## src/hdl/sys_ctrl_pkg.sv

```systemverilog
// System control shared definitions
package sys_ctrl_pkg;

	// Pixel and line dimensions
	localparam int DIM_W = 12;
	localparam int AR_W  = 13;

	////////////////////////////////
	// Host command codes
	////////////////////////////////
	localparam logic [7:0] CMD_CFG       = 8'h01;
	localparam logic [7:0] CMD_TIMING    = 8'h20;
	localparam logic [7:0] CMD_LED       = 8'h25;
	localparam logic [7:0] CMD_VSET      = 8'h27;
	localparam logic [7:0] CMD_HSET      = 8'h37;
	localparam logic [7:0] CMD_AR_CUSTOM = 8'h3A;

	// Greeting and protocol version
	localparam logic [23:0] MAGIC_PREFIX = 24'h5CA623;
	localparam logic [1:0]  IO_VER       = 2'd1;

	localparam logic [DIM_W-1:0] DEF_WIDTH  = 12'd1920;
	localparam logic [DIM_W-1:0] DEF_HEIGHT = 12'd1080;

	// Aspect word, index view applies when the partner word is zero
	typedef union packed {
		struct packed {
			logic             direct;
			logic [DIM_W-1:0] value;
		} ratio;
		logic [AR_W-1:0] index;
	} ar_word_u;

endpackage

```

## src/hdl/hps_strobe_sync.sv

```systemverilog
// Host port strobe and acknowledge
`timescale 1ns/1ps

module hps_strobe_sync #(
	parameter logic [7:0] CORE_TYPE = 8'hA4
) (
	input  logic        clk_sys,
	input  logic        resetd,
	input  logic [31:0] i_gp_out,
	input  logic        i_io_wait,
	output logic [31:0] o_gp_in,
	output logic        o_io_strobe,
	output logic        o_io_uio,
	output logic [15:0] o_io_din
);
	import sys_ctrl_pkg::*;

	logic [31:0] gp_outd;
	logic [31:0] gp_outr;
	logic        io_clk;
	logic        io_strobe;
	logic        rack;
	logic        io_ack;
	logic        strobe_q;

	assign io_clk    = gp_outr[17];
	assign io_strobe = io_clk & ~rack;

	// ss1 low and ss2 high selects the user channel
	assign o_io_uio    = ~gp_outr[19] & gp_outr[20];
	assign o_io_din    = gp_outr[15:0];
	assign o_io_strobe = strobe_q;

	// Magic word until the host reports ready
	assign o_gp_in = gp_outr[31] ? {12'd0, IO_VER, io_ack, 17'd0} : {MAGIC_PREFIX, CORE_TYPE};

	always_ff @(posedge clk_sys) begin
		if (resetd) begin
			gp_outd  <= '0;
			gp_outr  <= '0;
			rack     <= 1'b0;
			io_ack   <= 1'b0;
			strobe_q <= 1'b0;
		end else begin
			gp_outd <= i_gp_out;
			gp_outr <= gp_outd;
			// Hold the ack pair while the core asks for wait
			if (~i_io_wait | io_strobe) begin
				rack   <= io_clk;
				io_ack <= rack;
			end
			// Strobe already lasts one cycle since rack follows io_clk
			strobe_q <= io_strobe;
		end
	end

endmodule

```

## src/hdl/uio_cmd_decoder.sv

```systemverilog
// User I/O command decoder
`timescale 1ns/1ps

module uio_cmd_decoder (
	input  logic                           clk_sys,
	input  logic                           resetd,
	input  logic                           i_io_strobe,
	input  logic                           i_io_uio,
	input  logic [15:0]                    i_io_din,
	input  logic [2:0]                     i_led_status,
	output logic [15:0]                    o_cfg,
	output logic [7:0]                     o_led,
	output logic [sys_ctrl_pkg::DIM_W-1:0] o_frame_width,
	output logic [sys_ctrl_pkg::DIM_W-1:0] o_frame_height,
	output logic [sys_ctrl_pkg::DIM_W-1:0] o_vset,
	output logic [sys_ctrl_pkg::DIM_W-1:0] o_hset,
	output logic                           o_freescale,
	output sys_ctrl_pkg::ar_word_u         o_arc1x,
	output sys_ctrl_pkg::ar_word_u         o_arc1y,
	output sys_ctrl_pkg::ar_word_u         o_arc2x,
	output sys_ctrl_pkg::ar_word_u         o_arc2y
);
	import sys_ctrl_pkg::*;

	logic [7:0] cmd;
	logic       has_cmd;
	logic [3:0] word_cnt;
	logic [7:0] led_overtake;
	logic [7:0] led_state;
	logic [7:0] led_base;

	// Power, disk and user on the even bits
	assign led_base = {3'b000, i_led_status[2], 1'b0, i_led_status[1], 1'b0, i_led_status[0]};

	////////////////////////////////
	// Command and data phases
	////////////////////////////////
	always_ff @(posedge clk_sys) begin
		if (resetd) begin
			cmd            <= '0;
			has_cmd        <= 1'b0;
			word_cnt       <= '0;
			o_cfg          <= '0;
			led_overtake   <= '0;
			led_state      <= '0;
			o_frame_width  <= DEF_WIDTH;
			o_frame_height <= DEF_HEIGHT;
			o_vset         <= '0;
			o_hset         <= '0;
			o_freescale    <= 1'b0;
			o_arc1x        <= '0;
			o_arc1y        <= '0;
			o_arc2x        <= '0;
			o_arc2y        <= '0;
		end else if (!i_io_uio) begin
			has_cmd <= 1'b0;
		end else if (i_io_strobe) begin
			if (!has_cmd) begin
				has_cmd  <= 1'b1;
				cmd      <= i_io_din[7:0];
				word_cnt <= '0;
			end else begin
				// Saturate so long bursts do not wrap onto early words
				if (~&word_cnt) begin
					word_cnt <= word_cnt + 1'b1;
				end
				case (cmd)
					CMD_CFG: o_cfg <= i_io_din;
					CMD_TIMING: begin
						// Only active width and height are kept
						if (word_cnt == 4'd0) begin
							o_frame_width <= i_io_din[DIM_W-1:0];
						end else if (word_cnt == 4'd4) begin
							o_frame_height <= i_io_din[DIM_W-1:0];
						end
					end
					CMD_LED: {led_overtake, led_state} <= i_io_din;
					CMD_VSET: o_vset <= i_io_din[DIM_W-1:0];
					CMD_HSET: {o_freescale, o_hset} <= {i_io_din[15], i_io_din[DIM_W-1:0]};
					CMD_AR_CUSTOM: begin
						case (word_cnt)
							4'd0: o_arc1x <= i_io_din[AR_W-1:0];
							4'd1: o_arc1y <= i_io_din[AR_W-1:0];
							4'd2: o_arc2x <= i_io_din[AR_W-1:0];
							4'd3: o_arc2y <= i_io_din[AR_W-1:0];
							default: ;
						endcase
					end
					default: ;
				endcase
			end
		end
	end

	// Main board LEDs
	always_ff @(posedge clk_sys) begin
		if (resetd) begin
			o_led <= '0;
		end else begin
			o_led <= (led_overtake & led_state) | (~led_overtake & led_base);
		end
	end

endmodule

```

## src/hdl/umuldiv.sv

```systemverilog
// Sequential multiply then divide
`timescale 1ns/1ps

module umuldiv #(
	parameter int MD_W = sys_ctrl_pkg::DIM_W
) (
	input  logic            clk_sys,
	input  logic            resetd,
	input  logic            i_start,
	input  logic [MD_W-1:0] i_mul1,
	input  logic [MD_W-1:0] i_mul2,
	input  logic [MD_W-1:0] i_div,
	output logic            o_busy,
	output logic [MD_W-1:0] o_res
);
	localparam int CNT_W = $clog2(MD_W + 1);

	logic [2*MD_W-1:0] prod;
	logic [MD_W:0]     trial;
	logic [MD_W-1:0]   rem;
	logic [MD_W-1:0]   dvd;
	logic [MD_W-1:0]   dsr;
	logic [MD_W-1:0]   quo;
	logic [CNT_W-1:0]  bit_cnt;
	logic              overflow;

	assign prod     = i_mul1 * i_mul2;
	// Quotient does not fit, zero divisor lands here too
	assign overflow = prod[2*MD_W-1:MD_W] >= i_div;
	assign trial    = {rem, dvd[MD_W-1]};
	assign o_res    = quo;

	always_ff @(posedge clk_sys) begin
		if (resetd) begin
			o_busy  <= 1'b0;
			bit_cnt <= '0;
		end else if (i_start) begin
			o_busy  <= ~overflow;
			bit_cnt <= CNT_W'(MD_W);
		end else if (o_busy) begin
			bit_cnt <= bit_cnt - 1'b1;
			if (bit_cnt == CNT_W'(1)) begin
				o_busy <= 1'b0;
			end
		end
	end

	////////////////////////////////
	// Restoring division, one bit per cycle
	////////////////////////////////
	always_ff @(posedge clk_sys) begin
		if (i_start) begin
			rem <= prod[2*MD_W-1:MD_W];
			dvd <= prod[MD_W-1:0];
			dsr <= i_div;
			quo <= overflow ? '1 : '0;
		end else if (o_busy) begin
			if (trial >= {1'b0, dsr}) begin
				rem <= MD_W'(trial - {1'b0, dsr});
				quo <= {quo[MD_W-2:0], 1'b1};
			end else begin
				rem <= trial[MD_W-1:0];
				quo <= {quo[MD_W-2:0], 1'b0};
			end
			dvd <= dvd << 1;
		end
	end

endmodule

```

## src/hdl/ar_window_calc.sv

```systemverilog
// Aspect ratio display window
`timescale 1ns/1ps

module ar_window_calc #(
	parameter int MD_W = sys_ctrl_pkg::DIM_W
) (
	input  logic                           clk_sys,
	input  logic                           resetd,
	input  logic [sys_ctrl_pkg::DIM_W-1:0] i_frame_width,
	input  logic [sys_ctrl_pkg::DIM_W-1:0] i_frame_height,
	input  logic [sys_ctrl_pkg::DIM_W-1:0] i_vset,
	input  logic [sys_ctrl_pkg::DIM_W-1:0] i_hset,
	input  logic                           i_freescale,
	input  sys_ctrl_pkg::ar_word_u         i_arx,
	input  sys_ctrl_pkg::ar_word_u         i_ary,
	input  sys_ctrl_pkg::ar_word_u         i_arc1x,
	input  sys_ctrl_pkg::ar_word_u         i_arc1y,
	input  sys_ctrl_pkg::ar_word_u         i_arc2x,
	input  sys_ctrl_pkg::ar_word_u         i_arc2y,
	output logic [sys_ctrl_pkg::DIM_W-1:0] o_hdmi_width,
	output logic [sys_ctrl_pkg::DIM_W-1:0] o_hdmi_height,
	output logic [sys_ctrl_pkg::DIM_W-1:0] o_hmin,
	output logic [sys_ctrl_pkg::DIM_W-1:0] o_hmax,
	output logic [sys_ctrl_pkg::DIM_W-1:0] o_vmin,
	output logic [sys_ctrl_pkg::DIM_W-1:0] o_vmax
);
	import sys_ctrl_pkg::*;

	localparam logic [2:0] ST_SEL    = 3'd0;
	localparam logic [2:0] ST_MUL_W  = 3'd1;
	localparam logic [2:0] ST_WAIT_W = 3'd2;
	localparam logic [2:0] ST_MUL_H  = 3'd3;
	localparam logic [2:0] ST_WAIT_H = 3'd4;
	localparam logic [2:0] ST_CLAMP  = 3'd5;
	localparam logic [2:0] ST_POS    = 3'd6;

	logic [2:0]       state;
	logic [DIM_W-1:0] out_w, out_h;
	logic [DIM_W-1:0] sel_x, sel_y;
	logic             sel_direct;
	logic [DIM_W-1:0] wcalc, hcalc;
	logic [DIM_W-1:0] win_w, win_h;
	logic [DIM_W-1:0] h_half, v_half;
	logic             md_start, md_busy;
	logic [MD_W-1:0]  md_mul1, md_mul2, md_div, md_res;

	assign o_hdmi_width  = out_w;
	assign o_hdmi_height = out_h;
	assign h_half        = (i_frame_width - win_w) >> 1;
	assign v_half        = (i_frame_height - win_h) >> 1;

	umuldiv #(
		.MD_W(MD_W)
	) u_umuldiv (
		.clk_sys(clk_sys),
		.resetd (resetd),
		.i_start(md_start),
		.i_mul1 (md_mul1),
		.i_mul2 (md_mul2),
		.i_div  (md_div),
		.o_busy (md_busy),
		.o_res  (md_res)
	);

	// Output size clamps and ratio selection
	always_ff @(posedge clk_sys) begin
		out_w <= (i_hset != '0 && i_hset < i_frame_width) ? i_hset : i_frame_width;
		out_h <= (i_vset != '0 && i_vset < i_frame_height) ? i_vset : i_frame_height;
		if (i_ary.index == '0) begin
			if (i_arx.index == AR_W'(1)) begin
				sel_x      <= i_arc1x.ratio.value;
				sel_y      <= i_arc1y.ratio.value;
				sel_direct <= i_arc1x.ratio.direct | i_arc1y.ratio.direct;
			end else if (i_arx.index == AR_W'(2)) begin
				sel_x      <= i_arc2x.ratio.value;
				sel_y      <= i_arc2y.ratio.value;
				sel_direct <= i_arc2x.ratio.direct | i_arc2y.ratio.direct;
			end else begin
				sel_x      <= '0;
				sel_y      <= '0;
				sel_direct <= 1'b0;
			end
		end else begin
			sel_x      <= i_arx.ratio.value;
			sel_y      <= i_ary.ratio.value;
			sel_direct <= i_arx.ratio.direct | i_ary.ratio.direct;
		end
	end

	////////////////////////////////
	// Window FSM
	////////////////////////////////
	always_ff @(posedge clk_sys) begin
		if (resetd) begin
			state    <= ST_SEL;
			md_start <= 1'b0;
		end else begin
			md_start <= 1'b0;
			case (state)
				ST_SEL: begin
					if (i_freescale || sel_x == '0 || sel_y == '0) begin
						wcalc <= out_w;
						hcalc <= out_h;
						state <= ST_CLAMP;
					end else if (sel_direct) begin
						wcalc <= sel_x;
						hcalc <= sel_y;
						state <= ST_CLAMP;
					end else begin
						state <= ST_MUL_W;
					end
				end
				// Width from height times x over y
				ST_MUL_W: begin
					md_mul1  <= MD_W'(out_h);
					md_mul2  <= MD_W'(sel_x);
					md_div   <= MD_W'(sel_y);
					md_start <= 1'b1;
					state    <= ST_WAIT_W;
				end
				ST_WAIT_W: begin
					if (!md_start && !md_busy) begin
						wcalc <= DIM_W'(md_res);
						state <= ST_MUL_H;
					end
				end
				ST_MUL_H: begin
					md_mul1  <= MD_W'(out_w);
					md_mul2  <= MD_W'(sel_y);
					md_div   <= MD_W'(sel_x);
					md_start <= 1'b1;
					state    <= ST_WAIT_H;
				end
				ST_WAIT_H: begin
					if (!md_start && !md_busy) begin
						hcalc <= DIM_W'(md_res);
						state <= ST_CLAMP;
					end
				end
				ST_CLAMP: begin
					win_w <= (wcalc > out_w) ? out_w : wcalc;
					win_h <= (hcalc > out_h) ? out_h : hcalc;
					state <= ST_POS;
				end
				// Centre the window in the frame
				ST_POS: begin
					o_hmin <= h_half;
					o_hmax <= h_half + win_w - 1'b1;
					o_vmin <= v_half;
					o_vmax <= v_half + win_h - 1'b1;
					state  <= ST_SEL;
				end
				default: state <= ST_SEL;
			endcase
		end
	end

endmodule

```

## src/hdl/sync_polarity_fix.sv

```systemverilog
// Sync polarity correction
`timescale 1ns/1ps

module sync_polarity_fix (
	input  logic clk_sys,
	input  logic resetd,
	input  logic i_sync,
	output logic o_sync
);
	// Wide enough for a full frame at HD rates
	localparam int CNT_W = 24;

	logic             s1, s2;
	logic [CNT_W-1:0] cnt;
	logic [CNT_W-1:0] high_len;
	logic [CNT_W-1:0] low_len;
	logic             pol;

	assign o_sync = i_sync ^ pol;

	always_ff @(posedge clk_sys) begin
		if (resetd) begin
			s1       <= 1'b0;
			s2       <= 1'b0;
			cnt      <= '0;
			high_len <= '0;
			low_len  <= '0;
			pol      <= 1'b0;
		end else begin
			s1 <= i_sync;
			s2 <= s1;
			if (s1 != s2) begin
				cnt <= '0;
			end else if (~&cnt) begin
				cnt <= cnt + 1'b1;
			end
			// Phase lengths captured as each phase ends
			if (s1 & ~s2) begin
				low_len <= cnt;
			end
			if (~s1 & s2) begin
				high_len <= cnt;
			end
			pol <= high_len > low_len;
		end
	end

endmodule

```

## src/hdl/csync_gen.sv

```systemverilog
// Composite sync generator
`timescale 1ns/1ps

module csync_gen (
	input  logic clk_sys,
	input  logic resetd,
	input  logic i_hsync,
	input  logic i_vsync,
	output logic o_csync
);
	logic        prev_hs;
	logic        csync_hs;
	logic        csync_vs;
	logic [15:0] h_cnt;
	logic [15:0] line_len;
	logic [15:0] hs_len;

	assign o_csync = csync_vs ^ csync_hs;

	always_ff @(posedge clk_sys) begin
		if (resetd) begin
			prev_hs  <= 1'b0;
			csync_hs <= 1'b0;
			csync_vs <= 1'b0;
			h_cnt    <= '0;
			line_len <= '0;
			hs_len   <= '0;
		end else begin
			prev_hs <= i_hsync;
			if (prev_hs != i_hsync) begin
				h_cnt <= '0;
				// Low phase minus pulse width marks where the shifted pulse starts
				if (i_hsync) begin
					line_len <= h_cnt - hs_len;
				end else begin
					hs_len <= h_cnt;
				end
			end else begin
				h_cnt <= h_cnt + 1'b1;
			end

			if (!i_vsync) begin
				csync_hs <= i_hsync;
			end else if (prev_hs != i_hsync && i_hsync) begin
				csync_hs <= 1'b0;
			end else if (h_cnt == line_len) begin
				// Pulse moved to end of line during VSYNC
				csync_hs <= 1'b1;
			end
			csync_vs <= i_vsync;
		end
	end

endmodule

```

## src/hdl/sys_ctrl_top.sv

```systemverilog
// System control top level
`timescale 1ns/1ps

module sys_ctrl_top #(
	parameter logic [7:0] CORE_TYPE = 8'hA4,
	parameter int         MD_W      = sys_ctrl_pkg::DIM_W
) (
	input  logic                           clk_sys,
	input  logic                           resetd,
	input  logic [31:0]                    i_gp_out,
	input  logic                           i_io_wait,
	input  logic [2:0]                     i_led_status,
	input  sys_ctrl_pkg::ar_word_u         i_arx,
	input  sys_ctrl_pkg::ar_word_u         i_ary,
	input  logic                           i_hs_raw,
	input  logic                           i_vs_raw,
	output logic [31:0]                    o_gp_in,
	output logic [15:0]                    o_cfg,
	output logic [7:0]                     o_led,
	output logic [sys_ctrl_pkg::DIM_W-1:0] o_hdmi_width,
	output logic [sys_ctrl_pkg::DIM_W-1:0] o_hdmi_height,
	output logic [sys_ctrl_pkg::DIM_W-1:0] o_hmin,
	output logic [sys_ctrl_pkg::DIM_W-1:0] o_hmax,
	output logic [sys_ctrl_pkg::DIM_W-1:0] o_vmin,
	output logic [sys_ctrl_pkg::DIM_W-1:0] o_vmax,
	output logic                           o_hs_fix,
	output logic                           o_vs_fix,
	output logic                           o_csync
);
	import sys_ctrl_pkg::*;

	logic             io_strobe, io_uio;
	logic [15:0]      io_din;
	logic [DIM_W-1:0] frame_width, frame_height;
	logic [DIM_W-1:0] vset, hset;
	logic             freescale;
	ar_word_u         arc1x, arc1y, arc2x, arc2y;

	////////////////////////////////
	// Host side
	////////////////////////////////
	hps_strobe_sync #(
		.CORE_TYPE(CORE_TYPE)
	) u_hps_strobe_sync (
		.clk_sys(clk_sys), .resetd(resetd), .i_gp_out(i_gp_out), .i_io_wait(i_io_wait),
		.o_gp_in(o_gp_in), .o_io_strobe(io_strobe), .o_io_uio(io_uio), .o_io_din(io_din)
	);

	uio_cmd_decoder u_uio_cmd_decoder (
		.clk_sys(clk_sys), .resetd(resetd), .i_io_strobe(io_strobe), .i_io_uio(io_uio),
		.i_io_din(io_din), .i_led_status(i_led_status), .o_cfg(o_cfg), .o_led(o_led),
		.o_frame_width(frame_width), .o_frame_height(frame_height),
		.o_vset(vset), .o_hset(hset), .o_freescale(freescale),
		.o_arc1x(arc1x), .o_arc1y(arc1y), .o_arc2x(arc2x), .o_arc2y(arc2y)
	);

	ar_window_calc #(
		.MD_W(MD_W)
	) u_ar_window_calc (
		.clk_sys(clk_sys), .resetd(resetd),
		.i_frame_width(frame_width), .i_frame_height(frame_height),
		.i_vset(vset), .i_hset(hset), .i_freescale(freescale),
		.i_arx(i_arx), .i_ary(i_ary),
		.i_arc1x(arc1x), .i_arc1y(arc1y), .i_arc2x(arc2x), .i_arc2y(arc2y),
		.o_hdmi_width(o_hdmi_width), .o_hdmi_height(o_hdmi_height),
		.o_hmin(o_hmin), .o_hmax(o_hmax), .o_vmin(o_vmin), .o_vmax(o_vmax)
	);

	// Video sync path
	sync_polarity_fix u_hs_fix (
		.clk_sys(clk_sys), .resetd(resetd), .i_sync(i_hs_raw), .o_sync(o_hs_fix)
	);

	sync_polarity_fix u_vs_fix (
		.clk_sys(clk_sys), .resetd(resetd), .i_sync(i_vs_raw), .o_sync(o_vs_fix)
	);

	csync_gen u_csync_gen (
		.clk_sys(clk_sys), .resetd(resetd), .i_hsync(o_hs_fix), .i_vsync(o_vs_fix),
		.o_csync(o_csync)
	);

endmodule

```

## config.mk

```make
export PLATFORM = sky130hd
export DESIGN_NAME = sys_ctrl_top
export DESIGN_NICKNAME = d
export VERILOG_FILES = /design/src/hdl/sys_ctrl_pkg.sv /design/src/hdl/hps_strobe_sync.sv /design/src/hdl/uio_cmd_decoder.sv /design/src/hdl/umuldiv.sv /design/src/hdl/ar_window_calc.sv /design/src/hdl/sync_polarity_fix.sv /design/src/hdl/csync_gen.sv /design/src/hdl/sys_ctrl_top.sv
export SDC_FILE = /design/constraint.sdc
export NUM_CORES = 2
export LEC_CHECK = 0
export ABC_CLOCK_PERIOD_IN_PS = 16900
export BUFFER_PORTS_ARGS = -buffer_cell sky130_fd_sc_hd__buf_2
export CORE_UTILIZATION = 50
export CTS_CLUSTER_SIZE = 25
export DETAILED_ROUTE_END_ITERATION = 12
export PLACE_DENSITY_LB_ADDON = 0.25
export REMOVE_ABC_BUFFERS = 1
export SYNTH_ARGS = -nofsm -noshare
export SYNTH_HDL_FRONTEND = slang
export SYNTH_SLANG_ARGS = --single-unit
```

## constraint.sdc

```tcl
create_clock -name clk_sys -period 16.9 [get_ports clk_sys]
set_input_delay 2.535 -clock clk_sys [delete_from_list [all_inputs] [get_ports clk_sys]]
set_output_delay 2.535 -clock clk_sys [all_outputs]
set_load 0.05 [all_outputs]
```

==> metrics <==
largest family of logic cells by synthesized area=adder cells; grt ovf=0; fin crit period=7.71 ns; Crit. End Element=flip-flop; Port Buffers=163; number of flops mapped to enable cells by yosys=178; initial antenna violation count=11; Hold Crit Depth=2; Hold Crit Class=reg -> reg; Worst Min Path Start=u_uio_cmd_decoder.led_overtake[1]; setup tns final=0 ns; TritonCTS buffer count=71; Die X=268 µm; DRT antenna net count=0; Yosys top cell by area=dfxtp_1; syn avg cell area=9.63 µm²; WS Path Type=reg -> reg; clk_lat worst skew=0.61 ns; Syn Inst Count=3675; Synth area leaders=dfxtp_1 26%, edfxtp_1 15%, ha_1 9.6%; r2r setup slk=9.19 ns; Least-Margin Pin Slew=1.21 ns; compound-cell area share of the yosys netlist=0.0916; Leak=16.3 nW; final WL=80400 µm; r2r endpoint=u_ar_window_calc.u_umuldiv.o_res[11]; Synth cell types=84; Fin. Hold Viols=0; Sw Pwr=1.53 mW; xor and xnor area share after synthesis=0.0344; Worst Path Arrival=8.04 ns; dpl hpwl=57800 µm; Int Power=3.24 mW; post-synth top area share=0.258; share of layout cells above drive strength 1=0.115; Fillers=6248; Via density=5.32; most numerous cell in the Yosys netlist=dfxtp_1; total number of vias=25300; IO Pins=197; gpl congestion=0.889; Post-Synth Simple-Gate Area=0.148; Layout Skew=0.0176 ns; relative slew slack=0.191; Peak VDD IR=0.000128 V; reg2reg start=u_ar_window_calc.md_mul1[3]; Wirelength per Cell=16.9 µm; Nets=4201; RSZ-0062 raised after global routing=false; count of state elements after synthesis=634; deepest clock path buffer count=3; postcts setup bufs=0; DR pass1 iterations=5; CP Max Fanout=13; async set or reset register ratio after synthesis=0; first-pass GRT wire length=128000 µm; fmax=130 MHz; CP startpoint=u_ar_window_calc.md_mul1[3]; gr usage total=0.225; CTS tree=done; status=completed; largest net degree at the start of global routing=165; P&R area growth vs syn=10.8%; Req. time, crit path=17.23 ns; Hold Path End=u_uio_cmd_decoder.o_led[1]; sequential share of power=0.358; synth cell count leaders=456 x dfxtp_1, 393 x inv_1, 344 x nor2_1; part of the power in combinational logic=0.310; number of synthesis warnings=0; slowest CP cell=a2111oi_4; Critical Path Source Type=flip-flop; PostCTS Resize Cnt=0; Die ar.=71800 µm²; H-tree levels=3; clk slew on worst S/H paths=0.06 ns; Final Cycle Share=0.456; row count=97; clock share of power=0.332; sw frac=0.321; Root Driver=clkbuf_16; Initial Utilization=0.505; Final Setup Violations=0; Post-CTS Hold Fix Bufs=0; core area=70000 µm²; Mapped Area=35400 µm²; multiplexer share of the synthesized area=0.0920; Max Slew Vio Count=0; sequential fraction of the synthesis area=0.409; most frequent cell on the critical path=fa_1; die height=268 µm; predominant post-synthesis flop cell=dfxtp_1; R2R depth=25; drc violations=0; drt first-iter violations=1524; Crit path largest cell delay=0.92 ns; number of global-route vias before repair=24200; total power=4.77 mW; P per Cell Area=122 nW/µm²; Post-Synth Adder-Cell Area=0.156; Max-Cap Viols=0; Clock Sinks=634
-- layer usage --
metal,vias up,part of all wire,global-route usage
met2,568,0.45,0.358
met1,12100,0.46,0.308
met4,2,0.022,0.0693
met3,122,0.064,0.0449
li1,12600,-,-
met5,-,0.00012,0
-- kinds of logic (layout without fill, tap and decap cells) --
family          Yosys count  count (layout)
simple gates           1106            1106
flops                   634             634
buf+inv                 591             711
compound gates          512             512
fa+ha+maj               378             378
mux                     313             313
xor+xnor                139             139
other cells               2              27
-- worst max-delay path: cells and delay by family (launching register included) --
family          cells  cell delay (ns)
simple gates        4             0.68
fa+ha+maj           7             3.22
xor+xnor            1             0.16
buf+inv             4             0.21
compound gates      9             2.58
flops               1             0.59
-- final cells by class --
type	instances	area, µm²	area share
Sequential cell	634	14500	0.369
Inverter	394	1480	0.0377
Antenna cell	6	15.0	0.000383
Multi-Input combinational cell	2469	18600	0.475
Clock buffer	99	2080	0.0529
Timing Repair Buffer	187	1020	0.0260
Tap cell	940	1180	0.0300
Clock inverter	31	358	0.00913
-- stage by stage --
step	std cells	setup slack, ns	util	hold WS (ns)	area, µm²
2_1_floorplan	3497	9.92	-	0.404	34500
3_3_place_gp	4624	9.23	0.525	0.417	36800
5_1_grt	4758	8.77	0.560	0.446	39200
3_5_place_dp	4624	9.20	0.525	0.422	36800
6_report	4760	9.19	0.560	0.432	39200
4_1_cts	4754	9.18	0.560	0.431	39200
-- registers in the layout, summed over array words and instances, names as in the netlist, 13 cells and up --
signal / count
u_hps_strobe_sync.gp_outr: 20
u_csync_gen.line_len: 16
u_vs_fix.cnt: 24
u_hps_strobe_sync.gp_outd: 20
u_hs_fix.cnt: 24
u_hs_fix.low_len: 24
u_uio_cmd_decoder.o_arc1y: 13
u_csync_gen.h_cnt: 16
u_vs_fix.high_len: 24
u_vs_fix.low_len: 24
u_uio_cmd_decoder.o_arc1x: 13
u_csync_gen.hs_len: 16
u_hs_fix.high_len: 24
u_uio_cmd_decoder.o_arc2y: 13
u_uio_cmd_decoder.o_cfg: 16
u_uio_cmd_decoder.o_arc2x: 13
-- power by group through the flow --
stage	logic [mW]	clock network, mW	registers (mW)
finish	1.48	1.58	1.71
detailed placement	1.48	0	1.74
global route	1.70	1.68	1.71
global placement	1.46	0	1.74
floorplan	1.16	0	1.72
CTS	1.49	1.62	1.71
-- layout by cell type, fill, tap and decap left out, types with 27 or more instances in the layout --
cell type  count
nor3_1        37
nand2_1      340
nand3_1       49
nor2_1       344
and3_1        27
clkbuf_16     74
nor2b_1       65
a21o_1        52
fa_1         106
dfxtp_1      456
edfxtp_1     178
nand4_1       33
a21oi_1      166
nor4_1        30
mux2i_1      215
inv_1        393
and2_1        73
xor2_1        85
o21ai_0      119
buf_2        162
mux2_2        97
xnor2_1       54
ha_1         272
-- how the worst max path moves through the flow --
stage,slack [ns],cells past startpoint,to
6_report,9.19,25,u_ar_window_calc.u_umuldiv.o_res[11]
5_1_grt,8.77,25,u_ar_window_calc.u_umuldiv.o_res[2]
4_1_cts,9.18,25,u_ar_window_calc.u_umuldiv.o_res[11]
3_5_place_dp,9.20,25,u_ar_window_calc.u_umuldiv.o_res[4]
3_3_place_gp,9.23,25,u_ar_window_calc.u_umuldiv.o_res[4]
2_1_floorplan,9.92,25,u_ar_window_calc.u_umuldiv.o_res[10]
No activity file was read; power rests on OpenSTA's default activity.
